**src/qfifo_pkg.sv**
```systemverilog
// shared sizes, the pacing state and the memory word layout of the SRAM queue
// controller; modules import it and the top level takes its defaults from here
package qfifo_pkg;

    //////////////////////////////
    // default sizes
    //////////////////////////////

    localparam int NUM_QUEUES     = 4;
    localparam int QUEUE_ID_WIDTH = 2;

    // 8 address bits and a 2 bit queue id leave 64 words per queue region
    localparam int ADDR_WIDTH     = 8;

    // payload bits carried per queue entry
    localparam int DATA_WIDTH     = 16;

    // full flag rises this many words short of the region size
    localparam int FULL_MARGIN    = 5;

    //////////////////////////////
    // memory word layout
    //////////////////////////////

    // payload at the bottom, queue id right above it, valid tag on top
    localparam int MEM_DATA_LSB   = 0;
    localparam int MEM_QID_LSB    = MEM_DATA_LSB + DATA_WIDTH;
    localparam int MEM_VALID_BIT  = MEM_QID_LSB + QUEUE_ID_WIDTH;

    // full stored word, as seen on both memory ports
    localparam int MEM_WORD_WIDTH = MEM_VALID_BIT + 1;

    //////////////////////////////
    // pacing
    //////////////////////////////

    // each side rests for one cycle after every accept
    typedef enum logic {
        BURST_OFF     = 1'b0,
        BURST_HALFWAY = 1'b1
    } burst_state_t;

endpackage
```
**src/sram_queue_ctrl.sv**
```systemverilog
`timescale 1ns/1ps
// top level of the SRAM queue controller: four FIFO queues in one external
// SRAM, with a write port, a read port and the memory request/return ports
module sram_queue_ctrl #(
    parameter int NUM_QUEUES     = qfifo_pkg::NUM_QUEUES,
    parameter int QUEUE_ID_WIDTH = qfifo_pkg::QUEUE_ID_WIDTH,
    parameter int ADDR_WIDTH     = qfifo_pkg::ADDR_WIDTH,
    parameter int DATA_WIDTH     = qfifo_pkg::DATA_WIDTH
) (
    input  logic                                 clk,
    input  logic                                 reset,

    // upstream write port
    input  logic                                 write_valid,
    input  logic [QUEUE_ID_WIDTH-1:0]            write_queue_id,
    input  logic [DATA_WIDTH-1:0]                write_data,
    output logic                                 write_busy,
    output logic [NUM_QUEUES-1:0]                write_full,

    // downstream read port
    input  logic                                 read_request,
    input  logic [QUEUE_ID_WIDTH-1:0]            read_queue_id,
    output logic                                 read_busy,
    output logic [NUM_QUEUES-1:0]                read_empty,
    output logic [DATA_WIDTH-1:0]                read_data,
    output logic [QUEUE_ID_WIDTH-1:0]            read_data_queue_id,
    output logic                                 read_data_valid,

    // SRAM side
    output logic                                 mem_wr_en,
    output logic [ADDR_WIDTH-1:0]                mem_wr_addr,
    output logic [qfifo_pkg::MEM_WORD_WIDTH-1:0] mem_wr_word,
    output logic                                 mem_rd_en,
    output logic [ADDR_WIDTH-1:0]                mem_rd_addr,
    input  logic [qfifo_pkg::MEM_WORD_WIDTH-1:0] mem_rd_word,
    input  logic                                 mem_rd_valid
);

    // accept events toward the occupancy counters
    logic                      write_accept;
    logic [QUEUE_ID_WIDTH-1:0] write_accept_qid;
    logic                      read_accept;
    logic [QUEUE_ID_WIDTH-1:0] read_accept_qid;

    queue_write_ctrl #(
        .NUM_QUEUES     (NUM_QUEUES),
        .QUEUE_ID_WIDTH (QUEUE_ID_WIDTH),
        .ADDR_WIDTH     (ADDR_WIDTH),
        .DATA_WIDTH     (DATA_WIDTH)
    ) write_ctrl_i (
        .clk             (clk),
        .reset           (reset),
        .write_valid     (write_valid),
        .write_queue_id  (write_queue_id),
        .write_data      (write_data),
        .full            (write_full),
        .write_busy      (write_busy),
        .write_accept    (write_accept),
        .accept_queue_id (write_accept_qid),
        .mem_wr_en       (mem_wr_en),
        .mem_wr_addr     (mem_wr_addr),
        .mem_wr_word     (mem_wr_word)
    );

    queue_read_ctrl #(
        .NUM_QUEUES     (NUM_QUEUES),
        .QUEUE_ID_WIDTH (QUEUE_ID_WIDTH),
        .ADDR_WIDTH     (ADDR_WIDTH)
    ) read_ctrl_i (
        .clk             (clk),
        .reset           (reset),
        .read_request    (read_request),
        .read_queue_id   (read_queue_id),
        .empty           (read_empty),
        .read_busy       (read_busy),
        .read_accept     (read_accept),
        .accept_queue_id (read_accept_qid),
        .mem_rd_en       (mem_rd_en),
        .mem_rd_addr     (mem_rd_addr)
    );

    // counts combine both sides and feed the flags back to them
    queue_occupancy #(
        .NUM_QUEUES     (NUM_QUEUES),
        .QUEUE_ID_WIDTH (QUEUE_ID_WIDTH),
        .ADDR_WIDTH     (ADDR_WIDTH)
    ) occupancy_i (
        .clk            (clk),
        .reset          (reset),
        .write_accept   (write_accept),
        .write_queue_id (write_accept_qid),
        .read_accept    (read_accept),
        .read_queue_id  (read_accept_qid),
        .empty          (read_empty),
        .full           (write_full)
    );

    read_return_fifo #(
        .QUEUE_ID_WIDTH (QUEUE_ID_WIDTH),
        .DATA_WIDTH     (DATA_WIDTH),
        .DEPTH_BITS     (2)
    ) return_fifo_i (
        .clk                (clk),
        .reset              (reset),
        .mem_rd_word        (mem_rd_word),
        .mem_rd_valid       (mem_rd_valid),
        .read_data          (read_data),
        .read_data_queue_id (read_data_queue_id),
        .read_data_valid    (read_data_valid)
    );

endmodule

```
**src/queue_occupancy.sv**
```systemverilog
`timescale 1ns/1ps
// per-queue word counts fed by the accept events of both sides; gives the
// empty flags straight from the counts and registered full flags
module queue_occupancy #(
    parameter int NUM_QUEUES     = qfifo_pkg::NUM_QUEUES,
    parameter int QUEUE_ID_WIDTH = qfifo_pkg::QUEUE_ID_WIDTH,
    parameter int ADDR_WIDTH     = qfifo_pkg::ADDR_WIDTH
) (
    input  logic                      clk,
    input  logic                      reset,
    input  logic                      write_accept,
    input  logic [QUEUE_ID_WIDTH-1:0] write_queue_id,
    input  logic                      read_accept,
    input  logic [QUEUE_ID_WIDTH-1:0] read_queue_id,
    output logic [NUM_QUEUES-1:0]     empty,
    output logic [NUM_QUEUES-1:0]     full
);
    import qfifo_pkg::*;

    localparam int OFFSET_WIDTH = ADDR_WIDTH - QUEUE_ID_WIDTH;
    localparam int REGION_SIZE  = 2 ** OFFSET_WIDTH;

    // one extra bit so a completely used region still fits
    localparam int COUNT_WIDTH  = OFFSET_WIDTH + 1;

    localparam logic [COUNT_WIDTH-1:0] FULL_LEVEL = COUNT_WIDTH'(REGION_SIZE - FULL_MARGIN);

    //////////////////////////////
    // one counter per queue
    //////////////////////////////

    for (genvar q = 0; q < NUM_QUEUES; q++)
    begin : g_queue
        logic                   inc;
        logic                   dec;
        logic [COUNT_WIDTH-1:0] count;
        logic                   full_reg;

        assign inc = write_accept && (write_queue_id == QUEUE_ID_WIDTH'(q));
        assign dec = read_accept && (read_queue_id == QUEUE_ID_WIDTH'(q));

        always_ff @(posedge clk)
        begin
            if (reset)
            begin
                count    <= '0;
                full_reg <= 1'b0;
            end
            else
            begin
                // a write and a read on this queue in one cycle cancel out
                case ({inc, dec})
                    2'b10:   count <= count + 1'b1;
                    2'b01:   count <= count - 1'b1;
                    default: count <= count;
                endcase
                // one cycle behind the count
                full_reg <= (count >= FULL_LEVEL);
            end
        end

        assign empty[q] = (count == '0);
        assign full[q]  = full_reg;
    end

endmodule

```
**src/read_return_fifo.sv**
```systemverilog
`timescale 1ns/1ps
// fall-through FIFO for words coming back from the SRAM; the head is popped
// every cycle it is present and split into payload, queue id and valid tag
module read_return_fifo #(
    parameter int QUEUE_ID_WIDTH = qfifo_pkg::QUEUE_ID_WIDTH,
    parameter int DATA_WIDTH     = qfifo_pkg::DATA_WIDTH,
    parameter int DEPTH_BITS     = 2
) (
    input  logic                                 clk,
    input  logic                                 reset,
    input  logic [qfifo_pkg::MEM_WORD_WIDTH-1:0] mem_rd_word,
    input  logic                                 mem_rd_valid,
    output logic [DATA_WIDTH-1:0]                read_data,
    output logic [QUEUE_ID_WIDTH-1:0]            read_data_queue_id,
    output logic                                 read_data_valid
);
    import qfifo_pkg::*;

    localparam int DEPTH = 2 ** DEPTH_BITS;

    logic [MEM_WORD_WIDTH-1:0] fifo_mem [DEPTH];
    logic [DEPTH_BITS-1:0]     wr_ptr;
    logic [DEPTH_BITS-1:0]     rd_ptr;
    logic [DEPTH_BITS:0]       depth;
    logic [MEM_WORD_WIDTH-1:0] head_word;
    logic                      fifo_empty;
    logic                      push;
    logic                      pop;

    assign fifo_empty = (depth == '0);
    assign push       = mem_rd_valid;
    // no back-pressure downstream, so the head leaves as soon as it shows
    assign pop        = !fifo_empty;

    always_ff @(posedge clk)
    begin
        if (push)
        begin
            fifo_mem[wr_ptr] <= mem_rd_word;
        end
    end

    always_ff @(posedge clk)
    begin
        if (reset)
        begin
            wr_ptr <= '0;
            rd_ptr <= '0;
            depth  <= '0;
        end
        else
        begin
            if (push)
                wr_ptr <= wr_ptr + 1'b1;
            if (pop)
                rd_ptr <= rd_ptr + 1'b1;
            case ({push, pop})
                2'b10:   depth <= depth + 1'b1;
                2'b01:   depth <= depth - 1'b1;
                default: depth <= depth;
            endcase
        end
    end

    // head word decode
    assign head_word          = fifo_mem[rd_ptr];
    assign read_data          = head_word[MEM_DATA_LSB +: DATA_WIDTH];
    assign read_data_queue_id = head_word[MEM_QID_LSB +: QUEUE_ID_WIDTH];
    assign read_data_valid    = !fifo_empty && head_word[MEM_VALID_BIT];

endmodule

```
**src/queue_read_ctrl.sv**
```systemverilog
`timescale 1ns/1ps
// read side of the queue controller: takes queue requests from the downstream
// arbiter and issues one registered memory read at that queue's read pointer
module queue_read_ctrl #(
    parameter int NUM_QUEUES     = qfifo_pkg::NUM_QUEUES,
    parameter int QUEUE_ID_WIDTH = qfifo_pkg::QUEUE_ID_WIDTH,
    parameter int ADDR_WIDTH     = qfifo_pkg::ADDR_WIDTH
) (
    input  logic                      clk,
    input  logic                      reset,
    input  logic                      read_request,
    input  logic [QUEUE_ID_WIDTH-1:0] read_queue_id,
    input  logic [NUM_QUEUES-1:0]     empty,
    output logic                      read_busy,
    output logic                      read_accept,
    output logic [QUEUE_ID_WIDTH-1:0] accept_queue_id,
    output logic                      mem_rd_en,
    output logic [ADDR_WIDTH-1:0]     mem_rd_addr
);
    import qfifo_pkg::*;

    // offset bits inside one queue region
    localparam int OFFSET_WIDTH = ADDR_WIDTH - QUEUE_ID_WIDTH;

    burst_state_t            burst_state;
    burst_state_t            next_burst_state;
    logic [OFFSET_WIDTH-1:0] rd_offset [NUM_QUEUES];
    logic [ADDR_WIDTH-1:0]   rd_addr_sel;

    //////////////////////////////
    // request decode
    //////////////////////////////

    // requests to an empty queue or during the rest cycle are dropped
    assign read_accept     = read_request && (burst_state == BURST_OFF) && !empty[read_queue_id];
    assign accept_queue_id = read_queue_id;

    assign next_burst_state = read_accept ? BURST_HALFWAY : BURST_OFF;

    // high in the accept cycle and in the halfway cycle that follows
    assign read_busy = (next_burst_state == BURST_HALFWAY) || (burst_state == BURST_HALFWAY);

    // region base comes from the queue id in the top bits
    assign rd_addr_sel = {read_queue_id, rd_offset[read_queue_id]};

    //////////////////////////////
    // pointers and pacing
    //////////////////////////////

    always_ff @(posedge clk)
    begin
        if (reset)
        begin
            burst_state <= BURST_OFF;
            mem_rd_en   <= 1'b0;
            for (int q = 0; q < NUM_QUEUES; q++)
            begin
                rd_offset[q] <= '0;
            end
        end
        else
        begin
            burst_state <= next_burst_state;
            mem_rd_en   <= read_accept;
            // only the chosen queue moves, the others hold
            if (read_accept)
            begin
                rd_offset[read_queue_id] <= rd_offset[read_queue_id] + 1'b1;
            end
        end
    end

    // address goes out together with mem_rd_en
    always_ff @(posedge clk)
    begin
        if (read_accept)
        begin
            mem_rd_addr <= rd_addr_sel;
        end
    end

endmodule

```
**src/queue_write_ctrl.sv**
```systemverilog
`timescale 1ns/1ps
// write side of the queue controller: paces upstream writes and issues one
// registered memory write per accepted word at that queue's write pointer
module queue_write_ctrl #(
    parameter int NUM_QUEUES     = qfifo_pkg::NUM_QUEUES,
    parameter int QUEUE_ID_WIDTH = qfifo_pkg::QUEUE_ID_WIDTH,
    parameter int ADDR_WIDTH     = qfifo_pkg::ADDR_WIDTH,
    parameter int DATA_WIDTH     = qfifo_pkg::DATA_WIDTH
) (
    input  logic                                 clk,
    input  logic                                 reset,
    input  logic                                 write_valid,
    input  logic [QUEUE_ID_WIDTH-1:0]            write_queue_id,
    input  logic [DATA_WIDTH-1:0]                write_data,
    input  logic [NUM_QUEUES-1:0]                full,
    output logic                                 write_busy,
    output logic                                 write_accept,
    output logic [QUEUE_ID_WIDTH-1:0]            accept_queue_id,
    output logic                                 mem_wr_en,
    output logic [ADDR_WIDTH-1:0]                mem_wr_addr,
    output logic [qfifo_pkg::MEM_WORD_WIDTH-1:0] mem_wr_word
);
    import qfifo_pkg::*;

    // offset bits inside one queue region
    localparam int OFFSET_WIDTH = ADDR_WIDTH - QUEUE_ID_WIDTH;

    burst_state_t              burst_state;
    burst_state_t              next_burst_state;
    logic [OFFSET_WIDTH-1:0]   wr_offset [NUM_QUEUES];
    logic [MEM_WORD_WIDTH-1:0] packed_word;

    // a word is taken only in the off state and only if its queue has room
    assign write_accept    = write_valid && (burst_state == BURST_OFF) && !full[write_queue_id];
    assign accept_queue_id = write_queue_id;

    assign next_burst_state = write_accept ? BURST_HALFWAY : BURST_OFF;

    // busy covers the accept cycle and the halfway cycle after it
    assign write_busy = (next_burst_state == BURST_HALFWAY) || (burst_state == BURST_HALFWAY);

    // stored word: payload, queue id, valid tag
    always_comb
    begin
        packed_word = '0;
        packed_word[MEM_DATA_LSB +: DATA_WIDTH]    = write_data;
        packed_word[MEM_QID_LSB +: QUEUE_ID_WIDTH] = write_queue_id;
        packed_word[MEM_VALID_BIT]                 = 1'b1;
    end

    //////////////////////////////
    // pointers and pacing
    //////////////////////////////

    always_ff @(posedge clk)
    begin
        if (reset)
        begin
            burst_state <= BURST_OFF;
            mem_wr_en   <= 1'b0;
            for (int q = 0; q < NUM_QUEUES; q++)
            begin
                wr_offset[q] <= '0;
            end
        end
        else
        begin
            burst_state <= next_burst_state;
            mem_wr_en   <= write_accept;
            // offset wraps inside the region, queue id stays on top
            if (write_accept)
            begin
                wr_offset[write_queue_id] <= wr_offset[write_queue_id] + 1'b1;
            end
        end
    end

    // memory write address and word, loaded on accept
    always_ff @(posedge clk)
    begin
        if (write_accept)
        begin
            mem_wr_addr <= {write_queue_id, wr_offset[write_queue_id]};
            mem_wr_word <= packed_word;
        end
    end

endmodule

```
**config.mk**
```make
export PLATFORM = sky130hd
export DESIGN_NAME = sram_queue_ctrl
export DESIGN_NICKNAME = d
export VERILOG_FILES = /design/src/qfifo_pkg.sv /design/src/sram_queue_ctrl.sv /design/src/queue_occupancy.sv /design/src/read_return_fifo.sv /design/src/queue_read_ctrl.sv /design/src/queue_write_ctrl.sv
export SDC_FILE = /design/constraint.sdc
export NUM_CORES = 1
export LEC_CHECK = 0
export ABC_AREA = 1
export BUFFER_PORTS_ARGS = -buffer_cell sky130_fd_sc_hd__buf_2
export CORE_MARGIN = 4
export CORE_UTILIZATION = 45
export CTS_BUF_LIST = sky130_fd_sc_hd__clkbuf_8
export DETAILED_ROUTE_END_ITERATION = 10
export PLACE_DENSITY = 0.71
export SLEW_MARGIN = 20
export SYNTH_ARGS = -nofsm -noshare
export SYNTH_HDL_FRONTEND = slang
export SYNTH_SLANG_ARGS = --single-unit
```
**constraint.sdc**
```tcl
create_clock -name clk -period 3 [get_ports clk]
set_input_delay 0.75 -clock clk [delete_from_list [all_inputs] [get_ports clk]]
set_output_delay 0.75 -clock clk [all_outputs]
set_load 0.03 [all_outputs]
```
==> results of run 1 <==
logic make-up (layout without fill, tap and decap cells):
logic type / count (synthesis) / in the layout / share of synthesized area (%)
flops: 201 / 201 / 61.49
compound gates: 152 / 152 / 9.008
other cells: 1 / 2 / 0.04128
simple gates: 357 / 357 / 16.72
fa+ha+maj: 36 / 36 / 5.372
buf+inv: 122 / 298 / 5.537
xor+xnor: 19 / 19 / 1.832
final cells by class:
class / instances / area share, %
Inverter: 94 / 3.315
Antenna cell: 1 / 0.02294
Clock buffer: 36 / 4.542
Multi-Input combinational cell: 565 / 28.81
Timing Repair Buffer: 144 / 7.661
Tap cell: 265 / 3.039
Clock inverter: 24 / 1.411
Sequential cell: 201 / 51.20
report_power, final:
group	switching (mW)	internal, mW	total, mW
registers	0.0986	3.21	3.31
clock network	1.06	1.29	2.34
logic	1.31	0.585	1.89
path summary, 6_finish.rpt:
| path | startpoint | end | slack [ps] | depth (start not counted) |
|---|---|---|---|---|
| max | occupancy_i.g_queue[0].count[0] | read_busy | 190 | 9 |
| min | write_data[3] | write_ctrl_i.mem_wr_word[3] | 410 | 1 |
| max reg2reg | occupancy_i.g_queue[1].count[3] | occupancy_i.g_queue[2].count[6] | 320 | 16 |
| min reg2reg | return_fifo_i.rd_ptr[1] | flop | 470 | 2 |
metal layers:
layer / GRT usage, % / routed length, microns
met1: 22.81 / 8797
met2: 27.98 / 9085
met3: 4.240 / 1226
met4: 5.352 / 316
met5: 0 / 0
worst max-delay path, stage by stage, from the launching register on:
cell and delay [ps]:
dfxtp_1 310, inv_1 160, nand3_1 110, or2_2 330, nor2_1 130, nor2_2 60
nand2_2 120, buf_4 130, nand2_1 40, buf_2 170
cells in the final DEF, fill, tap and decap left out, types with 10 or more instances in the layout:
master / instances
o21ai_0: 67
edfxtp_1: 156
clkinv_1: 10
clkbuf_8: 36
ha_1: 21
nand2_1: 150
ha_4: 10
xor2_1: 12
nand2_2: 11
nor2_1: 128
dfxtp_1: 45
a21oi_1: 51
inv_1: 92
o22ai_1: 18
buf_4: 34
nand3_1: 37
buf_2: 108
through the flow:
stage,total power [mW],instances
3_5_place_dp,5.268,1269
5_1_grt,7.947,1329
2_1_floorplan,4.663,888
6_report,7.546,1330
4_1_cts,7.622,1329
3_3_place_gp,5.234,1269
==> metrics list, run 1 <==
- Hold is met by 413.0 ps.
* Type of the worst setup path: reg -> out
- Floorplan row count: 51
- Most common cell in the netlist: edfxtp_1
- At the worst endpoint, the required time is 2250 ps.
- The floorplan step defined a die boundary enclosing 22520 sq um.
- Gate count of the mapped netlist: 888
* Max rail drop VDD: 0.3299 mV
- Post-synthesis async set-or-reset flop share: 0%
* Area of all placed cells without fillers: 10910 sq um
- Adding up every negative setup slack in the final design gives 0 ps.
* Fin worst setup slack: 193.9 ps
- For this run, the detailed router's first-pass iteration total came to 4.
* Post-CTS setup buffers: 0
- Total of flip-flops plus latches after synthesis: 201
- Global-route wire length before repair: 30.89 mm
- After clock tree synthesis, the repair step resized 0 gates.
- The worst setup path is launched from a flop.
- Count of endpoints failing setup in the final report: 0
* Io pins: 110
- Initial Util: 46.22%
* Fraction of layout cells with a size suffix above 1: 22.27%
* Final Core Density: 55.51%
* Worst setup skew after layout: 15.55 ps
* Die W: 150.1 microns
- TritonCTS sink count: 201
- Placed wire-length estimate: 13.45 mm
- The number of slew-limit violations in the final report was 0.
- In this run the static leakage power is 4.699 nW.
* Count of input and output buffers: 108
* Vias in the first global route: 6334
- Run status: complete, no violations
* Primary flip-flop cell chosen by synthesis mapping: edfxtp_1
* Largest register by flop count: return_fifo_i.fifo_mem
* Reported max-cap violation count: 0
- Period Utilization, post-route: 93.54%
* Initial antenna violation count: 0
- In this run the mean area of a mapped cell was 10.23 sq um.
* Buffer levels on the longest clock path: 3
* DR vias: 6587
- TritonCTS buffer count: 34
- For this run the aggregate overflow at the end of global routing stands at 0.
- Final period demand of the worst path: 2806 ps
* Synth-to-layout area growth: 20.10%
- Placed standard-cell area: 10260 sq um
- TritonCTS clock tree: done
- In the final layout, the registers with the most flip-flops are return_fifo_i.fifo_mem (76), occupancy_i.g_queue.count (28).
* Hold WC Path Type: in -> reg
- STA classifies the critical path endpoint as a primary output.
- Register area: 5585 sq um
- CTS placed an instance of clkbuf_8 at the clock tree root.
* Number of enable-type register cells in the synthesized netlist: 156
- For this design the ratio of total power to cell area is 691.7 nW/um^2.
* Multi-input logic area: 3143 sq um
- In the routed design, unresolved DRC markers number 0.
- Summing the sequential cell areas from Yosys gives 61.49% of the chip area.
- Max reg flops: 76
- The share of synthesized area in the top cell type comes to 51.57%.
* Maximum frequency from static timing analysis: 356.4 MHz
- Chip height: 150.1 microns
- During synthesis, Yosys emitted a total of 0 warnings.
- The final number of hold-violating endpoints is 0.
* Fillcell total: 1750
- Entering global routing, the biggest net connects 39 pins.
- Placement-stage worst setup slack: -54.74 ps
* Gr usage total: 17.19%
- Clock-pin slew was measured on the worst setup and hold paths at 60 ps.
- The H-tree was split into 2 levels.
- Sorting the synthesized cells by how often they occur yields 156 x edfxtp_1, 153 x nand2_1, 129 x nor2_1.
- Dividing the detail-routed wire length by the instance count gives 14.61 microns.
* Global placement routability congestion: 0.8499
- Standard cell core area: 19650 sq um
- Detailed-route wire length: 19.43 mm
- Hold buffers post-CTS: 0
- Summed over all instances, the cell type with the most area after synthesis is edfxtp_1.
* Clock latency on the worst-skew pair: 510 ps
* Number of routed nets with antenna violations: 0
- Area of the mapped netlist: 9084 sq um
* Ratio of routed vias to standard cells: 4.953
- Synth area leaders: edfxtp_1 52%, dfxtp_1 9.9%, nand2_1 6.3%, nor2_1 5.3%, ha_1 4.3%
* Number of library cell types mapped by synthesis: 35
- Along the worst path, the maximum fanout reaches 7.
* Net count after synthesis: 968
* Number of DRC violations after detailed-routing iteration 0: 401
* Critical path data arrival time: 2060 ps
- Fin nets: 1120
- Setup repair after global routing left no endpoint under its margin.
Power figures use the tool's default switching activity.
==> inputs of run 2 (changes only) <==
ABC_AREA = default   (was 1)
CTS_BUF_LIST = sky130_fd_sc_hd__clkbuf_4   (was sky130_fd_sc_hd__clkbuf_8)
==> run 2 against run 1 <==
Net effect:
- the flow now finishes with violations (setup timing)
- combinational power shrank 31%
- sequential share of layout area fell by 2.3 points
- sequential power is 2% lower
- synthesized area decreased by 0.85%
- hold slack got worse by 130 ps
- largest power group unchanged
==> metrics list, run 2 <==
- The count of unique library cells instantiated by Yosys was 61 (+74%).
* Final Core Density: 58.31% (+2.8 points)
- The netlist area before placement came to 9006 sq um (-0.85%).
- The vias per cell was 5.084 (+2.7%).
- Largest driver fanout on the critical path: 6 (-1)
* Cell at the root of the clock tree: clkbuf_4
- The routed length per instance is 15.64 microns (+7.0%).
* Initial Util: 45.97% (-0.25 points)
- The met2 track utilization from global routing was 29.46% (+1.5 points).
- Kind of cell with the highest combined delay on the critical path: simple AND/OR/NAND/NOR gates
- The flow ran to the end, but the final reports show violations.
- Max reg flops: 76 (unchanged)
* Largest register by flop count: return_fifo_i.fifo_mem
- Minimum hold slack: 280.3 ps (-132.7 ps)
- The number of synthesized flops with an enable pin was 156 (unchanged).
- DR DRC count: 0 (unchanged)
* GR met1 Demand/Resource: 21.81% (-1.0 points)
- Most used standard cells in the synthesized netlist: 156 x edfxtp_1, 86 x nor2_1, 45 x dfxtp_1
- Die area: 22340 sq um (-0.80%)
- The logic gate share of total power came to 18.8% (-6.3 points).
* CP cell instances: or4_4, o311a_4, nor3b_4, ha_4, ha_4, nor2b_1, o31a_1, or4_4, a31o_4, a21oi_2
- The number of synthesized register bits came to 201 (unchanged).
* Reported max-cap violation count: 0 (unchanged)
- The hold buffer count at CTS came to 0 (unchanged).
- The total congestion overflow is 0 (unchanged).
* Synth Area per Inst: 13.79 sq um (+35%)
- The part of the total power dissipated in sequential elements was 47.0% (+3.1 points).
- Number of iterations in the first detailed-routing pass: 4 (unchanged)
- Most congested layer reported by global routing: met2
- Post-synthesis async set-or-reset flop share: 0% (unchanged)
- TritonCTS buffer count: 51 (+50%)
- The number of cells produced by synthesis is 653 (-26%).
- Vias in the first global route: 6332 (-0.032%)
- The filler cell count was 1635 (-6.6%).
- Violated checks: setup timing
- The post-layout net count was 970 (-13%).
* Number of H-tree levels: 2 (unchanged)
* Element type at the critical path start: flop
- The maximum single-stage delay on the critical path came to 540 ps (+210 ps).
* Synth area leaders: edfxtp_1 52%, dfxtp_1 10%, mux4_2 7.3%, ha_1 4.3%, nor2_1 3.6%
- The achievable frequency is 329.3 MHz (-7.6%).
* Cells after DPL: 1097 (-14%)
- The maximum number of pins on one net before global-route repair came to 29 (-26%).
- The DRC marker count from the first detailed-route iteration came to 302 (-25%).
* Area of all placed cells without fillers: 11420 sq um (+4.7%)
- The data arrival time of the worst path was 3620 ps (+1560 ps).
- Placed wire-length estimate: 13.08 mm (-2.8%)
* Period Utilization, post-route: 101.2% (+7.7 points)
* Final setup TNS: -41.97 ps (-41.97 ps)
- Count of input and output buffers: 108 (unchanged)
- The core region area is 19590 sq um (-0.32%).
- Initial antenna violation count: 0 (unchanged)
* Max-slew violation count: 0 (unchanged)
* Post-CTS clock slew at the launch and capture registers of the worst setup and hold paths: 70 ps (about the same)
- Clock latency on the worst-skew pair: 640 ps (+130 ps)
- The count of boundary I/O pins is 110 (unchanged).
- The power after layout came to 6.897 mW (-8.6%).
- Max rail drop VDD: 0.2536 mV (-23%)
- Placed standard-cell area: 10590 sq um (+3.2%)
- The number of nets produced by synthesis came to 733 (-24%).
* Standard cell with the maximum stage delay on the critical path: or4_4
* Buffer levels on the longest clock path: 3 (unchanged)
- The clock tree skew after final layout is 38.56 ps (+23.01 ps).
- Worst EP required: 3580 ps (+1330 ps)
- Inserted Diodes: 0 (-1)
- The setup-violating endpoint count in the final report is 2 (+2).
- Areal power density over the cells: 603.8 nW/um^2 (-13%)
* TritonCTS sink count: 201 (unchanged)
- In this run the worst hold path is classified as in -> reg.
- Commonest cells after routing, fill and taps aside: 156 x edfxtp_1, 107 x buf_2, 102 x buf_4, 86 x nor2_1, 77 x clkbuf_4
- The internal power came to 4.958 mW (-2.5%).
- Fraction of layout cells with a size suffix above 1: 40.73% (+18 points)
* Synth-to-layout area growth: 26.83%
- Detailed-route wire length: 18.73 mm (-3.6%)
- The floorplan row count came to 51 (unchanged).
* DR vias: 6091 (-7.5%)
* Sequential element share of the synthesized area: 62.02% (+0.53 points)
- Most common cell in the netlist: edfxtp_1
- Net Switching: 1.939 mW (-21%)
- Number of routed nets with antenna violations: 0 (unchanged)
* Leak: 4.583 nW (-2.5%)
- Type of element capturing the critical path: flop
- Switching part of the total power: 28.12% (-4.5 points)
- The critical path buffer and inverter count was 0 (-3).
* Total number of yosys warnings: 0 (unchanged)
- TritonCTS clock tree: done
- Synth area leader: edfxtp_1
- The wire length of the first global-routing pass was 30.99 mm (+0.31%).
- Global placement routability congestion: 0.8400 (-1.2%)
- The final number of hold-violating endpoints was 0 (unchanged).
- Primary flip-flop cell chosen by synthesis mapping: edfxtp_1
* Chip height: 149.5 microns (-0.40%)
* Placement-stage worst setup slack: -352.4 ps (-297.7 ps)
* Final period demand of the worst path: 3036 ps (+230.3 ps)
- Global routing usage on met3: 3.755% (-0.48 points)
* Gr usage total: 17.11% (-0.080 points)
- Part of the total power dissipated in the clock network: 34.2% (+3.1 points)
* Type of the worst setup path: reg -> reg
- Layout Cells excl Fill: 1198 (-9.9%)
- Largest registers in the final layout: return_fifo_i.fifo_mem (76), occupancy_i.g_queue.count (28)
* Fin worst setup slack: -36.33 ps (-230.3 ps)
- The library cell used most frequently in the layout, excluding fill and tap cells, is edfxtp_1.
- Setup repair after global routing could not meet its margin everywhere.
* Post-synth top area share: 52.01% (+0.44 points)
- The x dimension of the die is 149.5 microns (-0.40%).
run 2: cell count changes after synthesis, moves of 29 or more:
cell,before,now
nand3_1,38,4
nor2_1,129,86
o21ai_0,71,10
mux4_2,0,29
nand2_1,153,32
inv_1,87,28
run 2: worst paths after layout:
check,cells after the start,end,startpoint,slack (ps)
worst max register to register,10,occupancy_i.g_queue[1].count[6],occupancy_i.g_queue[2].count[4],-40
worst min register to register,2,return_fifo_i.depth[2],return_fifo_i.depth[2],490
worst min-delay path,1,write_ctrl_i.mem_wr_word[5],write_data[5],280
worst max-delay path,10,occupancy_i.g_queue[1].count[6],occupancy_i.g_queue[2].count[4],-40
run 2: power groups by stage:
stage	combinational (mW)	sequential, mW	clock [mW]
after global placement	1.27	3.30	0
final	1.30	3.24	2.36
after floorplan	0.897	3.33	0
after CTS	1.30	3.24	2.44
after global routing	1.40	3.26	2.60
after detailed placement	1.28	3.30	0
run 2: cell type report:
type | count | area (sq um) | area share [%]
tap | 265 | 331.6 | 2.903
timing repair buffer | 214 | 1380 | 12.08
clock buffer | 77 | 578.1 | 5.061
multi-input combinational | 393 | 3324 | 29.11
sequential | 201 | 5590 | 48.94
clock inverter | 19 | 107.6 | 0.9421
inverter | 29 | 110.1 | 0.9640
run 2: metal layers:
metal / vias to the layer above / wire length (microns)
li1: 2941 / -
met1: 2964 / 7921
met2: 150 / 9448
met3: 36 / 1061
met4: 0 / 299
met5: - / 0
run 2: logic make-up (layout without fill, tap and decap cells):
kind of cell / Yosys count / in the layout / share of synthesized area (%)
buffers and inverters: 59 / 339 / 3.070
XOR/XNOR: 24 / 24 / 2.501
AND/OR/NAND/NOR: 215 / 215 / 12.36
flip-flops: 201 / 201 / 62.02
adder cells (fa/ha/maj): 36 / 36 / 5.418
AO/OA/AOI/OAI: 79 / 79 / 5.960
multiplexers: 38 / 38 / 8.627
other: 1 / 1 / 0.04164
run 2: repair_timing:
item                       4_1_cts  5_1_grt
pin swaps                        4        2
resized for setup               14        7
setup buffers                    3        1
setup endpoints to repair        4       14
gates cloned                     0        1
